<file path="src/hdl/dnn_pkg.sv">
package dnn_pkg;

  // ============================================================
  // widths
  // ============================================================
  localparam int OP_WIDTH      = 16;  // one lane operand
  localparam int ACC_GUARD     = 4;   // headroom bits above the full product
  localparam int WB_ADDR_W     = 4;   // 16 weights per PU
  localparam int LAYER_PARAM_W = 5;   // group length / group count fields

  // ============================================================
  // vector types
  // ============================================================

  // signed lane operand
  typedef logic signed [OP_WIDTH-1:0] op_t;

  // lane accumulator, full product plus guard bits
  typedef logic signed [2*OP_WIDTH+ACC_GUARD-1:0] acc_t;

  // weight buffer address, also the position inside a group
  typedef logic [WB_ADDR_W-1:0] wb_addr_t;

  // group length (1..16) or group count
  typedef logic [LAYER_PARAM_W-1:0] layer_param_t;

  // ============================================================
  // controller FSM
  // ============================================================
  typedef enum logic [1:0] {
    IDLE   = 2'd0,  // waiting for start
    RUN    = 2'd1,  // popping input vectors
    DRAIN  = 2'd2,  // last vectors still in the pipe
    FINISH = 2'd3   // wait for results to leave, then done
  } ctrl_state_t;

endpackage

</file>
<file path="src/hdl/processing_unit.sv">
module processing_unit
  import dnn_pkg::*;
#(
  parameter int PU_ID    = 0,
  parameter int PU_SEL_W = 1,
  parameter int NUM_PE   = 4,
  parameter int OP_WIDTH = dnn_pkg::OP_WIDTH
)(
  input  logic                       clk,
  input  logic                       reset,
  input  logic                       busy,
  input  logic                       wb_write,
  input  logic [PU_SEL_W-1:0]        wb_pu,
  input  wb_addr_t                   wb_addr,
  input  op_t                        wb_data,
  input  logic                       relu,
  input  logic                       vec_valid,
  input  logic [NUM_PE*OP_WIDTH-1:0] vec_data,
  input  logic                       vec_first,
  input  logic                       vec_last,
  input  wb_addr_t                   vec_index,
  input  logic                       outbuf_full,
  output logic                       result_pending,
  output logic                       out_push,
  output logic [NUM_PE*OP_WIDTH-1:0] out_data
);

  localparam int WB_DEPTH = 1 << WB_ADDR_W;

  op_t  wb_mem [WB_DEPTH];
  op_t  weight;
  logic wb_sel;
  logic store_result;

  // ============================================================
  // weight buffer
  // ============================================================
  assign wb_sel = wb_write && !busy && (wb_pu == PU_SEL_W'(PU_ID));

  always_ff @(posedge clk)
  begin
    if (wb_sel)
      wb_mem[wb_addr] <= wb_data;
  end

  assign weight = wb_mem[vec_index];  // one weight shared by all lanes

  // ============================================================
  // lanes
  // ============================================================
  assign store_result = vec_valid && vec_last;

  for (genvar l = 0; l < NUM_PE; l++)
  begin : g_lane
    op_t  lane_in;
    acc_t acc;
    acc_t lane_sum;

    assign lane_in  = vec_data[l*OP_WIDTH +: OP_WIDTH];
    // fresh sum on the first vector of a group
    assign lane_sum = (vec_first ? acc_t'(0) : acc) + acc_t'(lane_in) * acc_t'(weight);

    always_ff @(posedge clk)
    begin
      if (vec_valid)
        acc <= lane_sum;
    end

    // held until the push, rectified when relu is set
    always_ff @(posedge clk)
    begin
      if (store_result)
      begin
        if (relu && lane_sum[$bits(acc_t)-1])
          out_data[l*OP_WIDTH +: OP_WIDTH] <= '0;
        else
          out_data[l*OP_WIDTH +: OP_WIDTH] <= lane_sum[OP_WIDTH-1:0];  // truncate
      end
    end
  end

  // ============================================================
  // output handshake
  // ============================================================
  assign out_push = result_pending && !outbuf_full;

  always_ff @(posedge clk)
  begin
    if (reset)
      result_pending <= 1'b0;
    else if (store_result)
      result_pending <= 1'b1;
    else if (out_push)
      result_pending <= 1'b0;
  end

endmodule

</file>
<file path="config.mk">
export PLATFORM = sky130hd
export DESIGN_NAME = processing_unit
export DESIGN_NICKNAME = d
export VERILOG_FILES = /design/src/hdl/dnn_pkg.sv /design/src/hdl/processing_unit.sv
export SDC_FILE = /design/constraint.sdc
export NUM_CORES = 2
export LEC_CHECK = 0
export BUFFER_PORTS_ARGS = -buffer_cell sky130_fd_sc_hd__buf_2
export CAP_MARGIN = 20
export CORE_MARGIN = 3
export CORE_UTILIZATION = 53
export DETAILED_ROUTE_END_ITERATION = 12
export GPL_TIMING_DRIVEN = 0
export PLACE_DENSITY = 0.69
export SETUP_SLACK_MARGIN = 0.02
export SLEW_MARGIN = 30
export SYNTH_ARGS = -nofsm -noshare
export SYNTH_HDL_FRONTEND = slang
export SYNTH_SLANG_ARGS = --single-unit
export TNS_END_PERCENT = 1
</file>
<file path="constraint.sdc">
create_clock -name clk -period 11.4 [get_ports clk]
set_input_delay 0.57 -clock clk [delete_from_list [all_inputs] [get_ports clk]]
set_output_delay 0.57 -clock clk [all_outputs]
set_load 0.05 [all_outputs]
</file>
-- Yosys cells after proc, flatten, opt, wreduce, memory -nomap -nowiden
Memory sizes are Yosys's and may differ from the RTL's.
Cells that the tools add are included.
W data, S select, Z words.
- register bits after elaboration: 209
- RAM bits: 256
- input port bits: 98
- output and inout port bits: 66
- memories kept: 1
- add/subtract/negate cells: 4
- multipliers: 4
- muxes and demuxes: 8
- bitwise gates (word level): 1
- reduce and logical (&&, ||, !) cells: 11
- memory list (memory ; words ; width ; read ports ; clocked after Yosys merged registers in ; wr ports ; RTL line ; source):
    wb_mem ; 16 ; 16 ; 1 ; 0 ; 1 ; processing_unit.sv:30 ; op_t wb_mem [WB_DEPTH];
- operators with widths (kind ; number):
    $add A36 B32 Y36 ; 4
    $mux W36 ; 4
    $mul A16 B16 Y32 ; 4
    $logic_and A1 B1 Y1 ; 8
    $mux W1 ; 4
    $logic_not A1 Y1 ; 2
    $reduce_bool A2 Y1 ; 1
    $not A1 Y1 ; 1

-- Depth between registers and ports, before layout
- word-level depth: 5
- mapped depth: 30
- mapped depth without buffers: 24

-- Worst setup path before layout
No wires, ideal clock.
- path kind: input to register
- start point: input vec_index[0]
- end point: register out_data[51], data pin
- setup time: 0.259 ns
- arrival: 7.996 ns
- data required time: 11.141 ns
- setup slack: 3.145 ns
- cell stages on the path: 27
- buffers on the path: 5
- cells stage by stage: buf_4 -> buf_1 -> mux4_2 -> mux4_2 -> buf_2 -> clkbuf_1 -> and2_1 -> fa_1 -> inv_1 -> fa_1 -> fa_1 -> inv_1 -> fa_1 -> fa_1 -> inv_1 -> fa_1 -> inv_1 -> ha_1 -> nand2_1 -> o21bai_1 -> a211oi_1 -> nand2b_1 -> o21ai_0 -> a311oi_1 -> o211a_1 -> buf_2 -> nor3b_1
- cells in the longest elaborated chain, start to end: 4
- ends and longest elaborated chain (element ; RTL line ; source):
    start, declared ; processing_unit.sv:21 ; input wb_addr_t vec_index,
    $mem_v2 Z16 W16 * ; n/a ;
    $mul A16 B16 Y32 * ; processing_unit.sv:61 ; assign lane_sum = (vec_first ? acc_t'(0) : acc) + acc_t'(lane_in) * acc_t'(weight);
    $add A36 B32 Y36 * ; processing_unit.sv:61 ;
    $logic_and A1 B1 Y1 ; processing_unit.sv:74 ; if (relu && lane_sum[$bits(acc_t)-1])
    end signal, assigned by index ; processing_unit.sv:77 ; out_data[l*OP_WIDTH +: OP_WIDTH] <= lane_sum[OP_WIDTH-1:0];
    end, declared ; processing_unit.sv:25 ; output logic [NUM_PE*OP_WIDTH-1:0] out_data
Mark *: on every way between the ends. The rest lies on a longest branch, timed or not.
A chain may end at the register's enable or synchronous reset.

-- Worst setup path after layout
- start point: input vec_index[1]
- end point: register out_data[7], data pin
The elaborated chain is that of the path after synthesis.

==> results.ini <==
[run_status]
status = finished, final reports clean

[critical_path]
cp-startpoint = vec_index[1]
r2r_slack_ps = 1700
startpoint_type = input port
ff2ff_path_depth = 25
path_class = in2reg
critPathCaptureType = register
rr_startpoint = wb_mem[11][15]
timing.rr.end = out_data[7]
cp.required_ps = 11810
worst_ep_arrival_time_ps = 10950
critPathCapture = out_data[7]
worstPathMaxFanout = 13

[synthesis]
synth_nets = 7820
synth_cell_types = 77
syn_area_per_cell_um2 = 10.7
yosys_warnings = 0
synth_cells = 6038
synth_top_flop_cell = edfxtp_1
synth-edff-count = 464
syn_area_um2 = 64400
ys_seq_area_frac = 0.217
ys_seq_elements = 465
async_flop_share = 0

[cts]
clkLatencyLatePin_ps = 690
tritoncts = built
cts_resized = 0
numCtsBuffers = 53
clockRootBuffer = clkbuf_16
holdBufCountCts = 0
clk_path_buf_depth = 3
path_clk_slew_ps = 60
cts_setup_buffers = 0
cts.htree.levels = 2
cts_sinks = 465

[run]
max_cap_violations = 0

[global_routing]
grt-ovfl-total = 0
grt.total_usage = 0.297
antenna_found_initial = 42
grt_pass1_wl_um = 280000
grt_max_degree = 73
grt.met1_usage = 0.396
grt_pass1_vias = 46647
grtUsageMet3 = 0.0605
met2_usage = 0.470
top_usage_layer = met2

[die]
core_um2 = 120000
die_width_um = 355
dieArea_um2 = 126000
die_y_um = 355
io_pins = 164
start_util = 0.535
num_rows = 127

[sta]
finalHoldViolCount = 0
clock_skew_ps = 45.3
slew_headroom = 0.246
slew_viol_final = 0
max_freq_mhz = 94.9
setup-tns-final_ps = 0
post-route-period-util = 0.925
min_period_ps = 10540
tightest_slew_ps = 1130
setup_viol = 0
rsz0062_at_grt = false

[layout]
drive_above_1_share = 0.0705
area_delta_synth_final_pct = 7.96
nets = 8055
design_area_um2 = 69500

[route]
viasPerCell = 5.46
wl_per_cell_um = 22.6
route.detailed.drc = 0
final_antenna_net_count = 0
dr.pass1.iters = 6
vias = 43357
drt_iter0_markers = 3600
wl_um = 180000

[place]
placed_area_um2 = 67700
portBuffers = 158
gp_congestion = 0.967
hpwl_um = 145000

[hold_path]
hp-class = in2reg
hold_start = reset

-- cell usage after synthesis (29+ instances only) --
cell | number | share of area
mux4_2 | 79 | 0.028
a21oi_1 | 117 | 0.0091
xnor2_1 | 84 | 0.011
inv_1 | 1539 | 0.090
edfxtp_1 | 464 | 0.22
o21ai_0 | 68 | 0.0053
nor2b_1 | 168 | 0.016
xor2_1 | 45 | 0.0061
nand2_1 | 551 | 0.032
and2_1 | 501 | 0.049
a21o_1 | 42 | 0.0049
fa_1 | 1256 | 0.39
ha_1 | 428 | 0.083
o21a_1 | 29 | 0.0034
nor3_1 | 48 | 0.0037
clkbuf_1 | 197 | 0.011
nor2_1 | 151 | 0.0088
-- flip-flops by register name, indices dropped and copies added (netlist names) --
name            flops
g_lane.acc        144
result_pending      1
out_data           64
wb_mem            256
-- stage by stage --
step           hold slack [ps]  utilization  instances  setup WS (ps)
2_1_floorplan              642            -       6038           3140
3_3_place_gp               491        0.559       7808            332
3_5_place_dp               496        0.563       7830            267
4_1_cts                   26.9        0.578       7927            957
5_1_grt                   52.2        0.578       7934            467
6_report                  61.2        0.578       7947            858
-- worst max-delay path: stages --
cell,delay (ps)
buf_2,270
clkbuf_1,520
clkbuf_1,560
mux4_2,400
mux2_2,260
o21ai_0,340
clkbuf_1,810
buf_2,680
nor2_1,110
fa_1,440
fa_1,520
fa_1,550
fa_1,460
fa_1,490
inv_1,50
fa_1,470
inv_1,40
ha_1,250
clkbuf_1,260
nand4_1,220
nor3_1,520
o2111ai_1,240
nand3_1,350
o2111ai_1,310
a21o_1,280
a21oi_2,570
buf_4,290
nor2b_1,70
-- layout make-up --
type,count,area (µm²)
fillers,10327,50800
multi-input cells,3810,43900
flip-flops and latches,465,14000
inverters,1539,5780
well taps,1612,2020
clock buffers,62,1360
repair buffers,180,1150
plain buffers,224,932
clock inverters,35,382
diodes,20,50.0
-- worst min path at each step --
stage | endpoint | cells after the start
after floorplan | result_pending | 1
after global placement | result_pending | 2
after detailed placement | result_pending | 2
after CTS | result_pending | 2
after global routing | result_pending | 2
final | result_pending | 2
-- layer usage --
| metal | part of all wire | vias up |
|---|---|---|
| li1 | - | 18777 |
| met1 | 0.39 | 22176 |
| met2 | 0.46 | 1956 |
| met3 | 0.093 | 436 |
| met4 | 0.057 | 12 |
| met5 | 0.00040 | - |
-- kinds of logic after synthesis --
kind of cell | after synthesis | synth area share
compound gates | 381 | 0.0384
buf+inv | 1763 | 0.103
fa+ha+maj | 1684 | 0.474
xor+xnor | 132 | 0.0184
simple gates | 1529 | 0.121
mux | 84 | 0.0284
flops | 465 | 0.217
-- cells in the final DEF, fill, tap and decap left out, drive strengths merged, types with 24 or more instances in the layout --
master  instances
o21a           29
nor2          151
inv          1541
nand3          24
mux4           79
xnor2          86
clkbuf        261
and2          501
buf           205
a21o           42
o21ai          69
nor2b         168
ha            428
nand2         553
o21bai         24
xor2           45
fa           1256
a21oi         118
edfxtp        464
nor3           48
Power is not shown: default switching activity piles up to over one toggle a cycle in this logic, so the estimate is an artifact.
