## config.mk

```make
export PLATFORM = sky130hd
export DESIGN_NAME = pu_controller
export DESIGN_NICKNAME = d
export VERILOG_FILES = /design/src/hdl/dnn_pkg.sv /design/src/hdl/pu_controller.sv
export SDC_FILE = /design/constraint.sdc
export NUM_CORES = 1
export LEC_CHECK = 0
export ABC_AREA = 1
export BUFFER_PORTS_ARGS = -buffer_cell sky130_fd_sc_hd__buf_4
export CAP_MARGIN = 20
export CORE_MARGIN = 2
export CORE_UTILIZATION = 40
export CTS_CLUSTER_DIAMETER = 120
export CTS_CLUSTER_SIZE = 40
export DETAILED_ROUTE_END_ITERATION = 7
export GPL_ROUTABILITY_DRIVEN = 1
export HOLD_SLACK_MARGIN = 0.1
export PLACE_DENSITY = 0.58
export SLEW_MARGIN = 10
export SYNTH_ARGS = -nofsm -noshare
export SYNTH_HDL_FRONTEND = slang
export SYNTH_SLANG_ARGS = --single-unit
```

## constraint.sdc

```tcl
create_clock -name clk -period 1.9 [get_ports clk]
set_input_delay 0 -clock clk [delete_from_list [all_inputs] [get_ports clk]]
set_output_delay 0 -clock clk [all_outputs]
set_load 0.1 [all_outputs]
```

## src/hdl/dnn_pkg.sv

```systemverilog
package dnn_pkg;

  // ============================================================
  // widths
  // ============================================================
  localparam int OP_WIDTH      = 16;  // one lane operand
  localparam int ACC_GUARD     = 4;   // headroom bits above the full product
  localparam int WB_ADDR_W     = 4;   // 16 weights per PU
  localparam int LAYER_PARAM_W = 5;   // group length / group count fields

  // ============================================================
  // vector types
  // ============================================================

  // signed lane operand
  typedef logic signed [OP_WIDTH-1:0] op_t;

  // lane accumulator, full product plus guard bits
  typedef logic signed [2*OP_WIDTH+ACC_GUARD-1:0] acc_t;

  // weight buffer address, also the position inside a group
  typedef logic [WB_ADDR_W-1:0] wb_addr_t;

  // group length (1..16) or group count
  typedef logic [LAYER_PARAM_W-1:0] layer_param_t;

  // ============================================================
  // controller FSM
  // ============================================================
  typedef enum logic [1:0] {
    IDLE   = 2'd0,  // waiting for start
    RUN    = 2'd1,  // popping input vectors
    DRAIN  = 2'd2,  // last vectors still in the pipe
    FINISH = 2'd3   // wait for results to leave, then done
  } ctrl_state_t;

endpackage

```

## src/hdl/pu_controller.sv

```systemverilog
module pu_controller
  import dnn_pkg::*;
#(
  parameter int  NUM_PU = 2,
  parameter int  NUM_PE = 4,
  localparam int LANE_W = $clog2(NUM_PE + 1)
)(
  input  logic              clk,
  input  logic              reset,
  input  logic              start,
  input  layer_param_t      cfg_group_len,
  input  layer_param_t      cfg_num_groups,
  input  logic [LANE_W-1:0] cfg_active_lanes,
  input  logic              cfg_relu,
  input  logic              fifo_empty,
  input  logic [NUM_PU-1:0] result_pending,
  output logic              fifo_pop,
  output logic              pop_first,
  output logic              pop_last,
  output logic [NUM_PE-1:0] vecgen_mask,
  output logic              relu,
  output logic              done,
  output logic              busy
);

  ctrl_state_t  state;
  layer_param_t group_len;       // latched configuration
  layer_param_t num_groups;
  layer_param_t pos;             // position inside the current group
  layer_param_t group_cnt;       // groups fully popped
  logic         last_in_flight;  // group end popped last cycle, pending not yet visible
  logic         drain_wait;
  logic         group_stall;
  logic         at_group_end;
  logic         at_final_group;

  // ============================================================
  // pop control
  // ============================================================

  // a new group may only start once the previous result has left every PU
  assign group_stall = (pos == '0) && (last_in_flight || (|result_pending));

  assign fifo_pop       = (state == RUN) && !fifo_empty && !group_stall;
  assign at_group_end   = (pos == group_len - 1'b1);
  assign at_final_group = (group_cnt == num_groups - 1'b1);
  assign pop_first      = fifo_pop && (pos == '0);
  assign pop_last       = fifo_pop && at_group_end;

  assign done = (state == FINISH) && !(|result_pending);  // first cycle with nothing left
  assign busy = (state != IDLE);

  // ============================================================
  // FSM
  // ============================================================
  always_ff @(posedge clk)
  begin
    if (reset)
    begin
      state          <= IDLE;
      group_len      <= '0;
      num_groups     <= '0;
      pos            <= '0;
      group_cnt      <= '0;
      relu           <= 1'b0;
      vecgen_mask    <= '0;
      last_in_flight <= 1'b0;
      drain_wait     <= 1'b0;
    end
    else
    begin
      last_in_flight <= pop_last;
      case (state)
        IDLE:
        begin
          if (start)
          begin
            group_len  <= cfg_group_len;
            num_groups <= cfg_num_groups;
            relu       <= cfg_relu;
            pos        <= '0;
            group_cnt  <= '0;
            drain_wait <= 1'b0;
            for (int l = 0; l < NUM_PE; l++)
              vecgen_mask[l] <= (l < cfg_active_lanes);  // lower lanes active
            state <= (cfg_num_groups == '0) ? FINISH : RUN;
          end
        end

        RUN:
        begin
          if (fifo_pop)
          begin
            if (at_group_end)
            begin
              pos       <= '0;
              group_cnt <= group_cnt + 1'b1;
              if (at_final_group)
                state <= DRAIN;
            end
            else
              pos <= pos + 1'b1;
          end
        end

        DRAIN:
        begin
          // vecgen stage plus accumulate stage
          drain_wait <= 1'b1;
          if (drain_wait)
            state <= FINISH;
        end

        FINISH:
        begin
          if (!(|result_pending))
            state <= IDLE;
        end

        default: state <= IDLE;
      endcase
    end
  end

endmodule

```

Yosys cells after proc, flatten, opt, wreduce, memory -nomap -nowiden
Cells that the tools add are included.
{"block": "word_totals", "reg_bits": 29, "inputBits": 20, "out_inout_bits": 10, "word_cells": 67}
{"block": "op_classes", "addsub": 4, "magnitude_cmp": 4, "eq_ne": 11, "muxes": 17, "n_reduce_logical": 22}
{"operator": "2-to-1 mux 5 bit", "count": 5}
{"operator": "case mux 5 bit (2 select lines)", "count": 2}
{"operator": "2-to-1 mux 2 bit", "count": 7}
{"operator": "inequality test 2 bit, second input constant", "count": 6}
{"operator": "adder 5 x 1 -> 5 bit, second input constant", "count": 2}
{"operator": "equality test 5 bit", "count": 2}
{"operator": "zero test 5 bit", "count": 2}
{"operator": "subtractor 5 x 1 -> 5 bit, second input constant", "count": 2}
{"operator": "case mux 2 bit (4 select lines)", "count": 1}
{"operator": "logical AND 1 bit", "count": 6}
{"operator": "less-than comparator 1 x 3 -> 1 bit, first input constant", "count": 2}
{"operator": "less-than comparator 2 x 3 -> 1 bit, first input constant", "count": 2}
{"operator": "AND reduction 6 bit", "count": 1}
{"operator": "nonzero test 2 bit", "count": 3}
{"operator": "equality test 2 bit, second input constant", "count": 2}
{"operator": "AND reduction 2 bit", "count": 2}
{"operator": "AND reduction 4 bit", "count": 1}
{"operator": "zero test 1 bit", "count": 3}
{"operator": "AND reduction 3 bit", "count": 1}
{"operator": "equality test 2 x 1 -> 1 bit, second input constant", "count": 1}
{"operator": "zero test 2 bit", "count": 1}
{"operator": "case mux 1 bit (2 select lines)", "count": 1}
{"operator": "OR reduction 2 bit", "count": 1}
{"operator": "logical OR 1 bit", "count": 1}
{"operator": "2-to-1 mux 1 bit", "count": 1}

Logic depth before layout (Yosys ltp)
{"block": "depth", "word_depth": 7, "ltp_mapped": 14, "mapped_depth_nobuf": 14}

Worst setup path after synthesis
Ideal clock, no wire load.
{"block": "synth_path", "kind": "reg-to-output", "startpoint": "reg state[1]", "endpoint": "out pop_first", "arrival_time_ns": 2.985, "t_required_ns": 1.900, "slack_ns": -1.085, "path_stages_with_launch": 8, "n_path_buf": 1, "cell_sequence": "dfxtp_1 > inv_1 > ha_1 > buf_6 > inv_2 > nor2_2 > nand2_4 > nor3_1"}
{"block": "synth_via", "elab_chain_len": 4}
{"item": "from (decl)", "line_no": "pu_controller.sv:26", "text": "ctrl_state_t state;"}
{"item": "from (signal assigned)", "line_no": "pu_controller.sv:86", "text": "state <= (cfg_num_groups == '0) ? FINISH : RUN;"}
{"item": "equality test 2 x 1 -> 1 bit", "line_no": "pu_controller.sv:44", "text": "assign fifo_pop = (state == RUN) && !fifo_empty && !group_stall;"}
{"item": "logical AND 1 bit (2 in a row)", "line_no": "pu_controller.sv:44"}
{"item": "logical AND 1 bit", "line_no": "pu_controller.sv:47", "text": "assign pop_first = fifo_pop && (pos == '0);"}
{"item": "to (decl)", "line_no": "pu_controller.sv:18", "text": "output logic pop_first,"}
Every way passes these cells.

Worst setup path after layout
{"block": "layout_path", "startpoint": "reg state[0]", "endpoint": "reg vecgen_mask[0]"}
{"block": "layout_via", "elab_chain_len": 2}
{"item": "zero test 2 bit", "line_no": "pu_controller.sv:73", "text": "case (state)"}
{"item": "AND reduction 2 bit (no line)"}
{"item": "to (signal, indexed assignment)", "line_no": "pu_controller.sv:85", "text": "vecgen_mask[l] <= (l < cfg_active_lanes);"}
{"item": "to (decl)", "line_no": "pu_controller.sv:20", "text": "output logic [NUM_PE-1:0] vecgen_mask,"}
Every way passes these cells.
A chain may end at the register's enable or synchronous reset.

==> impl_metrics.toml <==
[setup_path]
crit_required_ns = 2.07
critical_path_class = "flip-flop to flip-flop"
start_kind = "flip-flop"
slowest_delay_ns = 0.58
crit_chain = "inv_2 > ha_4 > nand2_1 > inv_1 > o21ai_1 > dlygate4sd3_1 > a31oi_1"
end_kind = "flip-flop"
crit_slowest_cell = "dlygate4sd3_1"
critPathTopFamily = "buffers and inverters"
crit_arrival_ns = 1.92
path_buf_inv = 3
worstPathMaxFanout = 5

[timing]
final_hold_viol_count = 0
worst_pin_slew_ns = 0.342
rsz0062_at_grt = "true"
period_minus_slack_ns = 1.75
report.final.slew_viol_count = 0
fin_tns_setup_ns = 0
maxSlewHeadroom = 0.770
clock.fmax_ghz = 0.571
setup_slack_ns = 0.147
clock_skew_ns = 0.00521
finalCritPeriodShare = 0.922
setup_violations = 0

[clocking]
clock_sinks = 29
cts_tree = "yes"
clock_path_buffers = 2
cts_root_buf = "clkbuf_8"
clk_pin_slew_worst_paths_ns = 0.07
cts_setup_buffers = 0
htree_levels = 2
clk_latency_ns = 0.29
cts_made_buffers = 5

[die]
die_height_microns = 71.0
start_util = 0.415
io_pins = 30
num_rows = 24
fp.dieArea_sq_um = 5040
coreArea_sq_um = 4320
die_w_microns = 71.0

[synthesis]
yosys-top-cells-count = "nand2_1 (79), nor2_1 (38), dfxtp_1 (29)"
syn_area_per_cell_sq_um = 6.55
yosys_warnings = 0
ys_types = 31
synth-seq-cells = 29
yosysMostFrequentCell = "nand2_1"
synthCells = 274
synth_edf_count = 0
ys_seq_area_frac = 0.323
syn-cell-area_sq_um = 1800
ys.flop_type = "dfxtp_1"
synth_top_area_frac = 0.323
yosys.area.top_type = "dfxtp_1"
synth_area_leaders = "dfxtp_1 (32%), nand2_1 (17%), nor2_1 (7.9%)"
syn_nets = 304
async_flop_share = 0

[detailed_routing]
viasPerCell = 4.75
antenna_left = 0
vias = 1799
routedWlPerCell_microns = 11.6
dr.pass1.iters = 4
drt_wl_total_microns = 4400
drt_iter0_drc = 49
drc_errors = 0

[power]
leakage_nw = 1.15
ir_drop_mv = 0.817
pwr_density_cell_nw_per_um2 = 1480

[final_layout]
drive_above_1_share = 0.251
fin_nets = 356
diodes = 0
fillers = 426
final_cell_area_sq_um = 2460
synthToLayoutAreaGrowth_pct = 37.1

[placement]
place_ws_ns = 0.104
post_dp_cell_area_sq_um = 2120
routabilityCongestion = 0.821
dp_hpwl_microns = 3200
io_buffers = 29

[status]
outcome = "finished, final reports clean"

[grt]
gr-usage-all-layers = 0.195
grt_max_degree = 18
grt_pass1_vias = 1720
gr-total-overflow = 0
grt_pass1_wl_microns = 7670
antenna_found_initial = 0

[min_path]
hp-class = "input pin to flip-flop"

[job]
maxCapViolCount = 0
area by class of cell:
class / count / area (sq um) / share of cell area
Timing Repair Buffer: 50 / 430 / 0.175
Inverter: 38 / 149 / 0.0605
Tap cell: 52 / 65.1 / 0.0264
Sequential cell: 29 / 582 / 0.236
Clock buffer: 5 / 68.8 / 0.0279
Clock inverter: 3 / 65.1 / 0.0264
Multi-Input combinational cell: 202 / 1100 / 0.448
cell usage in the layout (no fill, tap or decap), drive strengths merged:
cell | netlist | routed
nor4 | 1 | 1
clkbuf | 3 | 5
xor2 | 4 | 4
nor2 | 41 | 41
dlygate4sd3 | 0 | 17
inv | 37 | 36
nor3 | 6 | 6
ha | 10 | 10
dfxtp | 29 | 29
or2 | 1 | 1
o22ai | 1 | 1
o21ai | 16 | 16
a22o | 1 | 1
o21bai | 1 | 1
xnor2 | 1 | 1
bufinv | 0 | 2
clkinv | 1 | 2
nand3b | 3 | 3
nand2 | 88 | 88
clkinvlp | 0 | 1
a31oi | 1 | 1
buf | 2 | 33
nand3 | 10 | 10
a21oi | 17 | 17
state kept, by name (all words and copies together), names as in the netlist:
signal          cells
drain_wait          1
group_cnt           5
group_len           5
last_in_flight      1
num_groups          5
pos                 5
relu                1
state               2
vecgen_mask         4
per-stage QoR:
step / hold WS, ns / util / cells / power, mW
CTS: 0.137 / 0.560 / 379 / 3.65
floorplan: 0.167 / - / 274 / 2.40
detailed placement: 0.260 / 0.490 / 354 / 2.82
finish: 0.131 / 0.569 / 379 / 3.65
global placement: 0.252 / 0.490 / 354 / 2.80
global route: 0.171 / 0.569 / 379 / 3.94
what timing repair did:
action | CTS | global route
resized for setup | 0 | 11
endpoints found under the setup margin | 0 | 5
hold buffers | 17 | 0
endpoints found under the hold margin | 21 | 0
report_power, final:
part	leakage (nW)	internal, mW	switching (mW)
sequential	0.238	0.741	0.104
clock	0.0681	0.521	0.257
combinational	0.845	0.696	1.33
cell families (layout without fill, tap and decap cells):
| group | Yosys count | after routing | synth area share |
|---|---|---|---|
| AOI/OAI and AO/OA | 37 | 37 | 0.108 |
| and+or+nand+nor | 150 | 150 | 0.380 |
| DFF | 29 | 29 | 0.323 |
| adders and majority gates | 10 | 10 | 0.0697 |
| xor gates and xnor gates | 5 | 5 | 0.0244 |
| buffers and inverters | 43 | 96 | 0.0948 |
metal layers:
layer,vias to the layer above,global-route usage,wire length (microns)
li1,958,-,-
met1,804,0.227,2030
met2,28,0.340,2130
met3,9,0.0456,140
met4,0,0.0901,100
met5,-,0,0
final timing paths:
path / startpoint / slack [ns] / cells past startpoint / end
worst max register to register: state[0]$_SDFFE_PP0P_ / 0.15 / 7 / vecgen_mask[0]$_SDFFE_PP0P_
worst min register to register: num_groups[1]$_SDFFE_PP0P_ / 0.47 / 2 / num_groups[1]$_SDFFE_PP0P_
worst min-delay path: start / 0.13 / 4 / drain_wait$_SDFFE_PP0P_
worst max-delay path: state[0]$_SDFFE_PP0P_ / 0.15 / 7 / vecgen_mask[0]$_SDFFE_PP0P_
worst reg2reg max path: cells and delay by family, from the launching register on:
family                   cells  cell delay [ns]
buffers and inverters        3             0.78
flip-flops                   1             0.39
adder cells (fa/ha/maj)      1             0.18
AO/OA/AOI/OAI                2             0.18
AND/OR/NAND/NOR              1             0.10
No activity file was read; power rests on OpenSTA's default activity.
