<file path="config.mk">
export PLATFORM = sky130hd
export DESIGN_NAME = stream_fifo
export DESIGN_NICKNAME = d
export VERILOG_FILES = /design/src/hdl/stream_fifo.sv
export SDC_FILE = /design/constraint.sdc
export NUM_CORES = 1
export LEC_CHECK = 0
export BUFFER_PORTS_ARGS = -buffer_cell sky130_fd_sc_hd__buf_2
export CAP_MARGIN = 20
export CORE_ASPECT_RATIO = 0.5
export CORE_MARGIN = 5
export CORE_UTILIZATION = 30
export DETAILED_ROUTE_END_ITERATION = 10
export MAX_ROUTING_LAYER = met4
export SKIP_CTS_REPAIR_TIMING = 1
export SYNTH_ARGS = -nofsm -noshare
export SYNTH_HDL_FRONTEND = slang
export SYNTH_SLANG_ARGS = --single-unit
</file>
<file path="constraint.sdc">
create_clock -name clk -period 8.5 [get_ports clk]
set_input_delay 0.85 -clock clk [delete_from_list [all_inputs] [get_ports clk]]
set_output_delay 0.85 -clock clk [all_outputs]
set_load 0.05 [all_outputs]
</file>
<file path="src/hdl/stream_fifo.sv">
module stream_fifo #(
  parameter int DEPTH_LOG2 = 4,
  parameter int WIDTH      = 64
)(
  input  logic             clk,
  input  logic             reset,
  input  logic             push,
  input  logic [WIDTH-1:0] push_data,
  input  logic             pop,
  output logic [WIDTH-1:0] pop_data,
  output logic             empty,
  output logic             full
);

  localparam int DEPTH = 1 << DEPTH_LOG2;

  logic [WIDTH-1:0]      mem [DEPTH];
  logic [DEPTH_LOG2-1:0] wr_ptr;
  logic [DEPTH_LOG2-1:0] rd_ptr;
  logic [DEPTH_LOG2:0]   count;  // one extra bit to tell full from empty
  logic                  do_push;
  logic                  do_pop;

  assign do_push = push && !full;   // a push into a full FIFO is dropped
  assign do_pop  = pop && !empty;

  // head of the queue is visible without a read cycle
  assign pop_data = mem[rd_ptr];
  assign empty    = (count == '0);
  assign full     = (count == DEPTH[DEPTH_LOG2:0]);

  // storage
  always_ff @(posedge clk)
  begin
    if (do_push)
      mem[wr_ptr] <= push_data;
  end

  // pointers and occupancy
  always_ff @(posedge clk)
  begin
    if (reset)
    begin
      wr_ptr <= '0;
      rd_ptr <= '0;
      count  <= '0;
    end
    else
    begin
      if (do_push)
        wr_ptr <= wr_ptr + 1'b1;  // wraps at DEPTH
      if (do_pop)
        rd_ptr <= rd_ptr + 1'b1;
      case ({do_push, do_pop})
        2'b10:   count <= count + 1'b1;
        2'b01:   count <= count - 1'b1;
        default: count <= count;  // both or neither
      endcase
    end
  end

endmodule

</file>
# Yosys cells after proc, flatten, opt, wreduce, memory -nomap -nowiden
# Memory sizes are Yosys's and may differ from the RTL's. A register that Yosys moved wholly into a read port is not among the register bits.
# Index checks and enable logic that the tools add are counted.
# classes
n_mux,5
n_eq_ne,3
addsub,4
n_reduce_logical,6
# ops
operator,n
$pmux W5 S2,1
$add A4 B1 Y4 const B,2
$mux W4,2
$add A5 B1 Y5 const B,1
$eq A5 B5 Y1 const B,1
$logic_not A5 Y1,1
$sub A5 B1 Y5 const B,1
$eq A2 B1 Y1 const B,1
$eq A2 B2 Y1 const B,1
$logic_and A1 B1 Y1,2
$logic_not A1 Y1,2
$mux W1,2
$reduce_bool A2 Y1,1
# word_totals
elab_cells,22
n_memories,1
ramBits,1024
input_bits,68
reg_bits,13
out_inout_bits,66
# mem_list
memory,words,word_bits,read_ports,rd_ports_with_merged_regs,wr,line_no,text
mem,16,64,1,1,1,17,logic [WIDTH-1:0] mem [DEPTH];

# Longest topological paths before layout
# Gate-level depths: netlist of the first run.
# logic_depth
ltp_word,5
mapped_depth,13
ltp_nobuf,10

# Worst setup path before layout of the first run
# OpenSTA, ideal clock, no wires.
# synth_timing
kind,in2reg
start,input port push
end,"memory mem[0][0], enable pin"
setup_slack_ns,2.495
n_path_buf,0
setup_ns,0.565
stages,3
t_arrival_ns,5.441
t_required_ns,7.935
path_cell_list,o21a_4 -> nand2_1 -> nor3_1
# synth_between
elab_chain_cells,3
# synth_rtl
element,line_no,text
"start, declared",7,"input logic push,"
$logic_and A1 B1 Y1,24,assign do_push = push && !full;
$mux W1,35,if (do_push)
$mux W1 (implied by the code),36,mem[wr_ptr] <= push_data;
"end, declared",17,
# Every way passes these cells.

==> impl_results.md, run 1 <==
* Critical Path AT at 3.58 ns
* R2r endpoint: mem[8][6]$_DFFE_PP_
* TritonRoute pass-1 iters at 5
* Final Hold Vio Count at 0
* Register-to-register setup slack at 5.17 ns
* CTS Buffer Depth at 3
* WHS Path Cells at 2
* Worst skew pair latency at 0.66 ns
* Setup Viol. Count Final at 0
* Synth Cell Area at 39,250 um2
* Crit Path Category: flip-flop to primary output
* CP Data Required Time at 7.65 ns
* Crit path time final at 4.425 ns
* RR Startpoint: count[2]$_SDFFE_PP0P_
* PD cells at 274.1 nW/um2
* Reg clk slew, reported paths at 0.06 ns
* RSZ-0062 raised after global routing: no
* Flop pwr share at 0.472
* Via count at 18,060
* Logic pwr share at 0.167
* Slew HR at 0.2751
* CTS H-tree lvls at 3
* Seq cells post-synth at 1,041
* Yosys warning count at 0
* Routed Wire Length at 90,240 um
* Max Cap Violations at 0
* Cell family with most CP delay: buffers and inverters
* Grt ovf at 0
* Slowest CP cell: buf_4
* Leading cell type in the layout, fill and taps excluded: edfxtp_1
* Setup TNS at 0 ns
* Crit end category: primary output
* Layout-stage area growth over the synthesis result at 15.89%
* Most frequent cells in the layout: 1,024 x edfxtp_1, 256 x mux4_2, 133 x buf_2
* Mean routed wirelength per cell at 24.27 um
* Clock Skews at 0.03310 ns
* Slew of the pin with the lowest slew margin at 1.087 ns
* Antenna-violating nets left at 0
* Initial core utilization at 0.3036
* CORE AREA at 129,300 um2
* Fraction of layout cells with a size suffix above 1 at 0.3108
* Global-route wire length before repair at 132,300 um
* Final #Nets at 1,946
* CTS tree: built
* Post-Synthesis Net Count at 1,762
* Die width at 521.5 um
* Mean Syn Cell Area at 23.28 um2
* Cell-internal power at 9.189 mW
* Rows at 93
* Clock sink total at 1,041
* Vias in the first global route at 19,170
* Die ar. at 138,600 um2
* CP Capture Point: pop_data[25]
* Multi-input logic area at 7766 um2
* CTS Root Cell: clkbuf_16
* CTS buffer count at 100
* Hold crit path type: flip-flop to flip-flop
* GPL Wtd Cong at 0.6804
* Synthesized instance count at 1,686
* Register Area at 31,100 um2
* Tcrit/Tclk final at 0.5206
* Final Max Tran Viols at 0
* Levels on crit path at 5
* Static Leak at 13.98 nW
* Largest net degree at the start of global routing at 99
* Top Ports at 134
* GRT Overall Usage at 0.1328
* Clk pwr share at 0.361
* Vias per cell at 4.856
* Number of cells on the worst reg-to-reg path at 5
* DRC viols at 0
* Fin Hold WS at 0.5056 ns
* Status: finished clean
* Port Buffers at 133
* Initial DRC Count at 1,777
* FMAX at 226.0 MHz
* Yosys cell types at 42
* Max FO, Critical Path at 44
* P_sw at 3.281 mW
* Die Span Y at 265.8 um
* Seq/Total Area, Yosys at 0.7921
* Crit path launch type: flip-flop
* Worst path bufs/invs at 2
* Initial antenna violation count at 19
* Worst stage delay on the critical path at 0.84 ns
* Number of fill cells at 11,840
* Peak VDD IR at 0.0001448 V
* DP Wirelength at 44,630 um
* Sw Ratio at 0.2631
* Worst-path cell chain: buf_4, mux4_2, a22oi_1, nand2_1, buf_2
kinds of logic after synthesis:
family                   count (synthesis)  synth area share
adder cells (fa/ha/maj)                  8          0.002550
buffers and inverters                  100           0.01348
multiplexers                           260            0.1479
AND/OR/NAND/NOR                        125           0.01368
AO/OA/AOI/OAI                          144           0.02847
flip-flops                            1041            0.7921
XOR/XNOR                                 8          0.001785
cells in the mapped netlist (all sizes together):
cell | instances | area (um2)
a21o | 1 | 7.510
a21oi | 2 | 10.01
a221oi | 1 | 8.760
a22oi | 128 | 960.9
and2 | 1 | 6.260
and3 | 2 | 12.51
and3b | 1 | 10.01
buf | 54 | 356.6
clkbuf | 39 | 146.4
dfxtp | 17 | 340.3
edfxtp | 1024 | 30750
ha | 8 | 100.1
inv | 7 | 26.28
mux2 | 1 | 11.26
mux2i | 3 | 30.03
mux4 | 256 | 5766
nand2 | 70 | 262.8
nand2b | 3 | 18.77
nand3b | 1 | 7.510
nand4b | 1 | 8.760
nor2 | 34 | 127.6
nor2b | 2 | 12.51
nor3 | 6 | 30.03
o211ai | 4 | 53.80
o21a | 3 | 30.02
o21ai | 2 | 21.27
o221ai | 1 | 8.760
o311ai | 1 | 8.760
o31ai | 1 | 7.510
or3b | 1 | 8.760
or4 | 2 | 18.77
or4bb | 1 | 12.51
xnor2 | 1 | 8.760
xor2 | 7 | 61.31
sequential cells by signal, summed over array words and instances (netlist names), named ones only:
signal and cells:
mem 1024, count 5, rd_ptr 4, wr_ptr 4
how the worst min path moves through the flow:
stage	start	to	slack, ns
after floorplan	rd_ptr[3]$_SDFFE_PP0P_	flip-flop	0.47
after global placement	rd_ptr[3]$_SDFFE_PP0P_	rd_ptr[3]$_SDFFE_PP0P_	0.49
after detailed placement	rd_ptr[3]$_SDFFE_PP0P_	flip-flop	0.49
after CTS	rd_ptr[3]$_SDFFE_PP0P_	flip-flop	0.49
after global routing	push_data[60]	mem[15][60]$_DFFE_PP_	0.53
final	rd_ptr[3]$_SDFFE_PP0P_	flip-flop	0.51
power groups by stage:
| stage | combinational [mW] | clock, mW | sequential, mW |
|---|---|---|---|
| floorplan | 1.66 | 0 | 5.95 |
| global placement | 2.13 | 0 | 5.99 |
| detailed placement | 2.14 | 0 | 6.00 |
| CTS | 2.14 | 4.60 | 5.89 |
| global route | 2.23 | 4.82 | 5.90 |
| finish | 2.08 | 4.50 | 5.89 |
tightest hold or removal path, cell delays in order, from the launching register on:
cell and delay, ns:
dfxtp_1 0.32, xor2_1 0.08, nor2_1 0.07
per-stage QoR:
stage | total power [mW] | setup slack (ns) | instance area, um2 | instances | utilization
2_1_floorplan | 7.608 | 2.495 | 39250 | 1686 | -
3_3_place_gp | 8.118 | 4.617 | 42060 | 3521 | 0.3254
3_5_place_dp | 8.137 | 4.614 | 42140 | 3525 | 0.3260
4_1_cts | 12.63 | 3.905 | 45460 | 3707 | 0.3516
5_1_grt | 12.96 | 3.683 | 45480 | 3716 | 0.3518
6_report | 12.47 | 4.075 | 45490 | 3718 | 0.3519
routing by layer:
layer	track usage	wire, um	part of all wire
met1	0.1767	38310	0.42
met2	0.2158	44860	0.50
met3	0.02048	5164	0.057
met4	0.03271	1909	0.021
met5	-	0	0
final cells by class:
type                            count  share of cell area
Antenna cell                       11           0.0006051
Clock buffer                      117             0.05782
Clock inverter                     65             0.01507
Inverter                            7           0.0005776
Multi-Input combinational cell    545              0.1707
Sequential cell                  1041              0.6836
Tap cell                         1757             0.04833
Timing Repair Buffer              175             0.02322
No activity file was read; power rests on OpenSTA's default activity.
==> run 2, diff against run 1 <==
Clock period 8.5 ns to 4 ns, I/O delays scaled along.
==> run 2 against run 1 <==
Compared with the run above: sequential power is 110% higher; first-iteration DRC count is 15% lower; final cell count barely moved; die area unchanged; cell area increased by 0.33%; clock power grew 100%; global-route usage decreased by 0.52 points; largest cell class unchanged; clock skew down 0.014 ns; clock-buffer cell count rose by 13.
==> impl_results.md, run 2 (synthesis results as in run 1) <==
* CORE AREA at 129,300 um2
* Vias in the first global route at 19,130
* Largest net degree at the start of global routing at 101
* DP Wirelength at 45,120 um
* DRC viols at 0
* Largest reg by FF count: mem
* Die width at 521.5 um
* Slowest CP cell: dfxtp_4
* Crit path launch type: flip-flop
* Die Span Y at 265.8 um
* Fraction of layout cells with a size suffix above 1 at 0.3099
* Grt ovf at 0
* Slew of the pin with the lowest slew margin at 1.074 ns
* CTS Buffer Depth at 3
* Critical Path AT at 3.09 ns
* Slew HR at 0.2840
* GPL Wtd Cong at 0.6937
* Routed Wire Length at 87,150 um
* CTS tree: built
* Tcrit/Tclk final at 0.8717
* Reg clk slew, reported paths at 0.06 ns
* Peak VDD IR at 0.0003241 V
* Max FFs per register at 1,024
* Cell family with most CP delay: flip-flops
* Global-route wire length before repair at 128,400 um
* Max FO, Critical Path at 53
* Static Leak at 14.00 nW
* Crit path time final at 3.487 ns
* GRT Overall Usage at 0.1277
* RSZ-0062 raised after global routing: no
* CTS buffer count at 102
* Register Area at 31,100 um2
* Die ar. at 138,600 um2
* Worst-path cell chain: buf_12, mux4_2, a22oi_1, nand2_1, buf_2
* Vias per cell at 4.824
* Final Hold Vio Count at 0
* Most frequent cells in the layout: 1,024 x edfxtp_1, 256 x mux4_2, 133 x buf_2
* Rows at 93
* CP Data Required Time at 3.60 ns
* FMAX at 286.8 MHz
* Final Cell Area at 45,640 um2
* Layout-stage area growth over the synthesis result at 16.27%
* Fin Hold WS at 0.1220 ns
* Worst stage delay on the critical path at 0.70 ns
* Number of fill cells at 11,780
* Crit Path Category: flip-flop to primary output
* Top Ports at 134
* Setup TNS at 0 ns
* TritonRoute pass-1 iters at 5
* Worst skew pair latency at 0.65 ns
* Post-DP Area at 42,510 um2
* Port Buffers at 133
* Overall power at 26.03 mW
* Multi-input logic area at 7791 um2
* CTS Root Cell: clkbuf_16
* Final #Nets at 1,961
* Hold crit path type: primary input to flip-flop
* Leading cell type in the layout, fill and taps excluded: edfxtp_1
* Mean routed wirelength per cell at 23.43 um
* Clock Skews at 0.01914 ns
* Fin util at 0.3530
* Setup Viol. Count Final at 0
* Initial DRC Count at 1,511
* Initial antenna violation count at 18
* Antenna-violating nets left at 0
* Final Max Tran Viols at 0
* Crit end category: primary output
* Status: finished clean
* Worst path bufs/invs at 2
* Clock sink total at 1,041
* Via count at 17,940
* PD cells at 570.3 nW/um2
* Top Registers: mem (1024), count (5)
* Initial core utilization at 0.3036
* CTS H-tree lvls at 3
* Max Cap Violations at 0
==> run 2: worst paths after layout <==
kind                               start               endpoint  slack, ns  depth (start not counted)
setup / recovery               flip-flop           pop_data[51]       0.51                          5
hold reg to reg   rd_ptr[3]$_SDFFE_PP0P_              flip-flop       0.51                          2
setup reg to reg   count[1]$_SDFFE_PP0P_  count[4]$_SDFFE_PP0P_       0.92                         10
hold / removal             push_data[24]  mem[15][24]$_DFFE_PP_       0.12                          1
==> run 2: through the flow <==
stage / instances / worst slack, ns
2_1_floorplan: 1686 / -0.1532
3_3_place_gp: 3537 / 0.9015
3_5_place_dp: 3537 / 0.8580
4_1_cts: 3715 / 0.4051
5_1_grt: 3719 / 0.3141
6_report: 3719 / 0.5132
==> run 2: layout make-up <==
| type | count | area share |
|---|---|---|
| Multi-Input combinational cell | 545 | 0.1707 |
| Inverter | 7 | 0.0005758 |
| Tap cell | 1757 | 0.04817 |
| Antenna cell | 3 | 0.0001645 |
| Timing Repair Buffer | 188 | 0.03093 |
| Sequential cell | 1041 | 0.6814 |
| Clock buffer | 130 | 0.06010 |
| Clock inverter | 48 | 0.007923 |
==> run 2: routing by layer <==
metal,vias up,global-route usage,part of all wire
li1,7622,-,-
met1,9647,0.1626,0.41
met2,525,0.2177,0.52
met3,148,0.01743,0.048
met4,0,0.03135,0.022
met5,-,-,0
==> run 2: report_power, final <==
group / internal, mW / switching (mW)
clock: 5.13 / 3.85
sequential: 12.3 / 0.140
combinational: 1.76 / 2.82
total: 19.2 / 6.82
==> run 2: worst reg2reg max path, stage by stage, from the launching register on <==
cell      delay (ns)
dfxtp_1         0.37
or4_4           0.63
o21a_4          0.27
inv_1           0.06
ha_1            0.34
xor2_1          0.20
ha_1            0.21
inv_1           0.07
a21o_1          0.15
a221oi_1        0.32
mux2_2          0.37
==> run 3, diff against run 2 <==
Clock period 4 ns to 3 ns, I/O delays scaled along.
==> run 3 against run 2 <==
Compared with the run above: clock skew is 0.0063 ns lower; worst hold slack got worse by 0.10 ns; largest power group unchanged; cell area increased by 3.9%; routed wire length up 5.4%; register-to-register slack got worse by 0.80 ns; flip-flop and latch count unchanged; global-route usage increased by 0.37 points; core utilization is 1.4 points higher; first-iteration DRC count rose by 11%; critical path depth up 3.
==> impl_results.md, run 3 (synthesis results as in run 1) <==
* Status: finished clean
* Routed Wire Length at 91,830 um
* Hold crit path type: primary input to flip-flop
* Register-to-register setup slack at 0.12 ns
* Final #Nets at 2,044
* Worst skew pair latency at 0.66 ns
* CP Capture Point: pop_data[40]
* CP Data Required Time at 2.70 ns
* Grt ovf at 0
* Die width at 521.5 um
* R2r endpoint: count[4]$_SDFFE_PP0P_
* RR Startpoint: count[0]$_SDFFE_PP0P_
* Clock sink total at 1,041
* RSZ-0062 raised after global routing: yes
* Fin Hold WS at 0.01798 ns
* Reg clk slew, reported paths at 0.06 ns
* Die Span Y at 265.8 um
* CTS Buffer Depth at 3
* Grt met1 use at 0.1719
* DRC viols at 0
* Most frequent cells in the layout: 1,024 x edfxtp_1, 256 x mux4_2, 116 x clkbuf_16
* Final Max Tran Viols at 0
* Port Buffers at 133
* CTS Root Cell: clkbuf_16
* Fin util at 0.3667
* Die ar. at 138,600 um2
* Clock Skews at 0.01282 ns
* Peak VDD IR at 0.0004507 V
* Number of cells on the worst reg-to-reg path at 10
* Vias in the first global route at 19,280
* TritonRoute pass-1 iters at 5
* Rows at 93
* GRT met2 Usage at 0.2157
* Global-route wire length before repair at 131,200 um
* Initial core utilization at 0.3036
* GPL Wtd Cong at 0.7014
* Post-DP Area at 42,830 um2
* CTS H-tree lvls at 3
* DP Wirelength at 47,000 um
* Overall power at 36.68 mW
* Static Leak at 14.73 nW
* Initial DRC Count at 1,675
* Max Cap Violations at 0
* Final Cell Area at 47,410 um2
* GRT Overall Usage at 0.1314
* CORE AREA at 129,300 um2
* Crit path launch type: flip-flop
* Mean routed wirelength per cell at 24.13 um
* Antenna-violating nets left at 0
* Busiest grt layer: met2
* Via count at 18,480
* Crit path time final at 2.984 ns
* Largest net degree at the start of global routing at 65
* Initial antenna violation count at 15
* Top Ports at 134
* Setup Viol. Count Final at 0
* Tcrit/Tclk final at 0.9948
* Fraction of layout cells with a size suffix above 1 at 0.3678
* Max FO, Critical Path at 8
* Crit end category: primary output
* FMAX at 335.1 MHz
* Met3 Usage GRT at 0.02048
* Vias per cell at 4.856
* CTS tree: built
* Leading cell type in the layout, fill and taps excluded: edfxtp_1
* Layout-stage area growth over the synthesis result at 20.78%
* Largest reg by FF count: mem
* PD cells at 773.8 nW/um2
* Top Registers: mem (1024), count (5)
* Slew of the pin with the lowest slew margin at 1.089 ns
* Max FFs per register at 1,024
* Critical Path AT at 2.68 ns
* Slew HR at 0.2721
* Crit Path Category: flip-flop to primary output
* Final Hold Vio Count at 0
* CTS buffer count at 101
==> run 3: changes by cell type in the layout (fill, tap and decap cells not counted), moves of 14 or more <==
cell | before | now
nand2_1 | 70 | 56
buf_2 | 133 | 100
a22oi_1 | 128 | 79
buf_4 | 28 | 79
nand2_2 | 0 | 14
dlygate4sd3_1 | 0 | 14
buf_6 | 0 | 24
a22oi_2 | 0 | 49
==> run 3: final cells by class <==
type	count	area, um2
inverter	7	26.28
fill	11660	81870
tap	1757	2198
clock inverter	55	601.8
clock buffer	122	2713
timing repair buffer	272	2670
sequential	1041	31100
antenna	7	17.52
multi-input combinational	545	8083
==> run 3: power by group <==
part	switching [mW]	internal, mW	total (mW)
registers	0.141	16.4	16.6
clock network	5.23	7.51	12.7
logic	4.20	3.18	7.38
==> run 3: metrics by stage <==
step           setup TNS (ns)  worst slack, ns  instances
3_5_place_dp        -0.002673        -0.002673       3566
4_1_cts                -7.602          -0.2487       3743
6_report                    0          0.01562       3806
5_1_grt                -1.392          -0.1071       3805
2_1_floorplan         -417.33           -1.001       1686
3_3_place_gp                0           0.1115       3566
==> run 3: worst min-delay path by stage <==
stage | from | to | slack, ns | cells after the start
2_1_floorplan | push_data[0] | mem[0][0]$_DFFE_PP_ | 0.40 | 0
3_3_place_gp | rd_ptr[3]$_SDFFE_PP0P_ | rd_ptr[3]$_SDFFE_PP0P_ | 0.50 | 2
3_5_place_dp | rd_ptr[3]$_SDFFE_PP0P_ | flip-flop | 0.52 | 2
4_1_cts | push_data[42] | mem[14][42]$_DFFE_PP_ | -0.03 | 1
5_1_grt | push_data[4] | mem[0][4]$_DFFE_PP_ | -0.0007 | 1
6_report | push_data[22] | mem[13][22]$_DFFE_PP_ | 0.02 | 1
==> run 3: per-layer routing <==
metal	routed length [um]	vias to the layer above
met4	2086	0
li1	-	7774
met2	46050	577
met3	4950	146
met1	38750	9985
met5	0	-
==> run 3: worst max-delay path, cell delays in order, from the launching register on <==
cell and delay [ns]:
dfxtp_4 0.39, buf_12 0.15, buf_12 0.13, clkbuf_16 0.19, buf_16 0.14, mux4_2 0.50, a22oi_2 0.24, nand2_2 0.10
buf_8 0.16
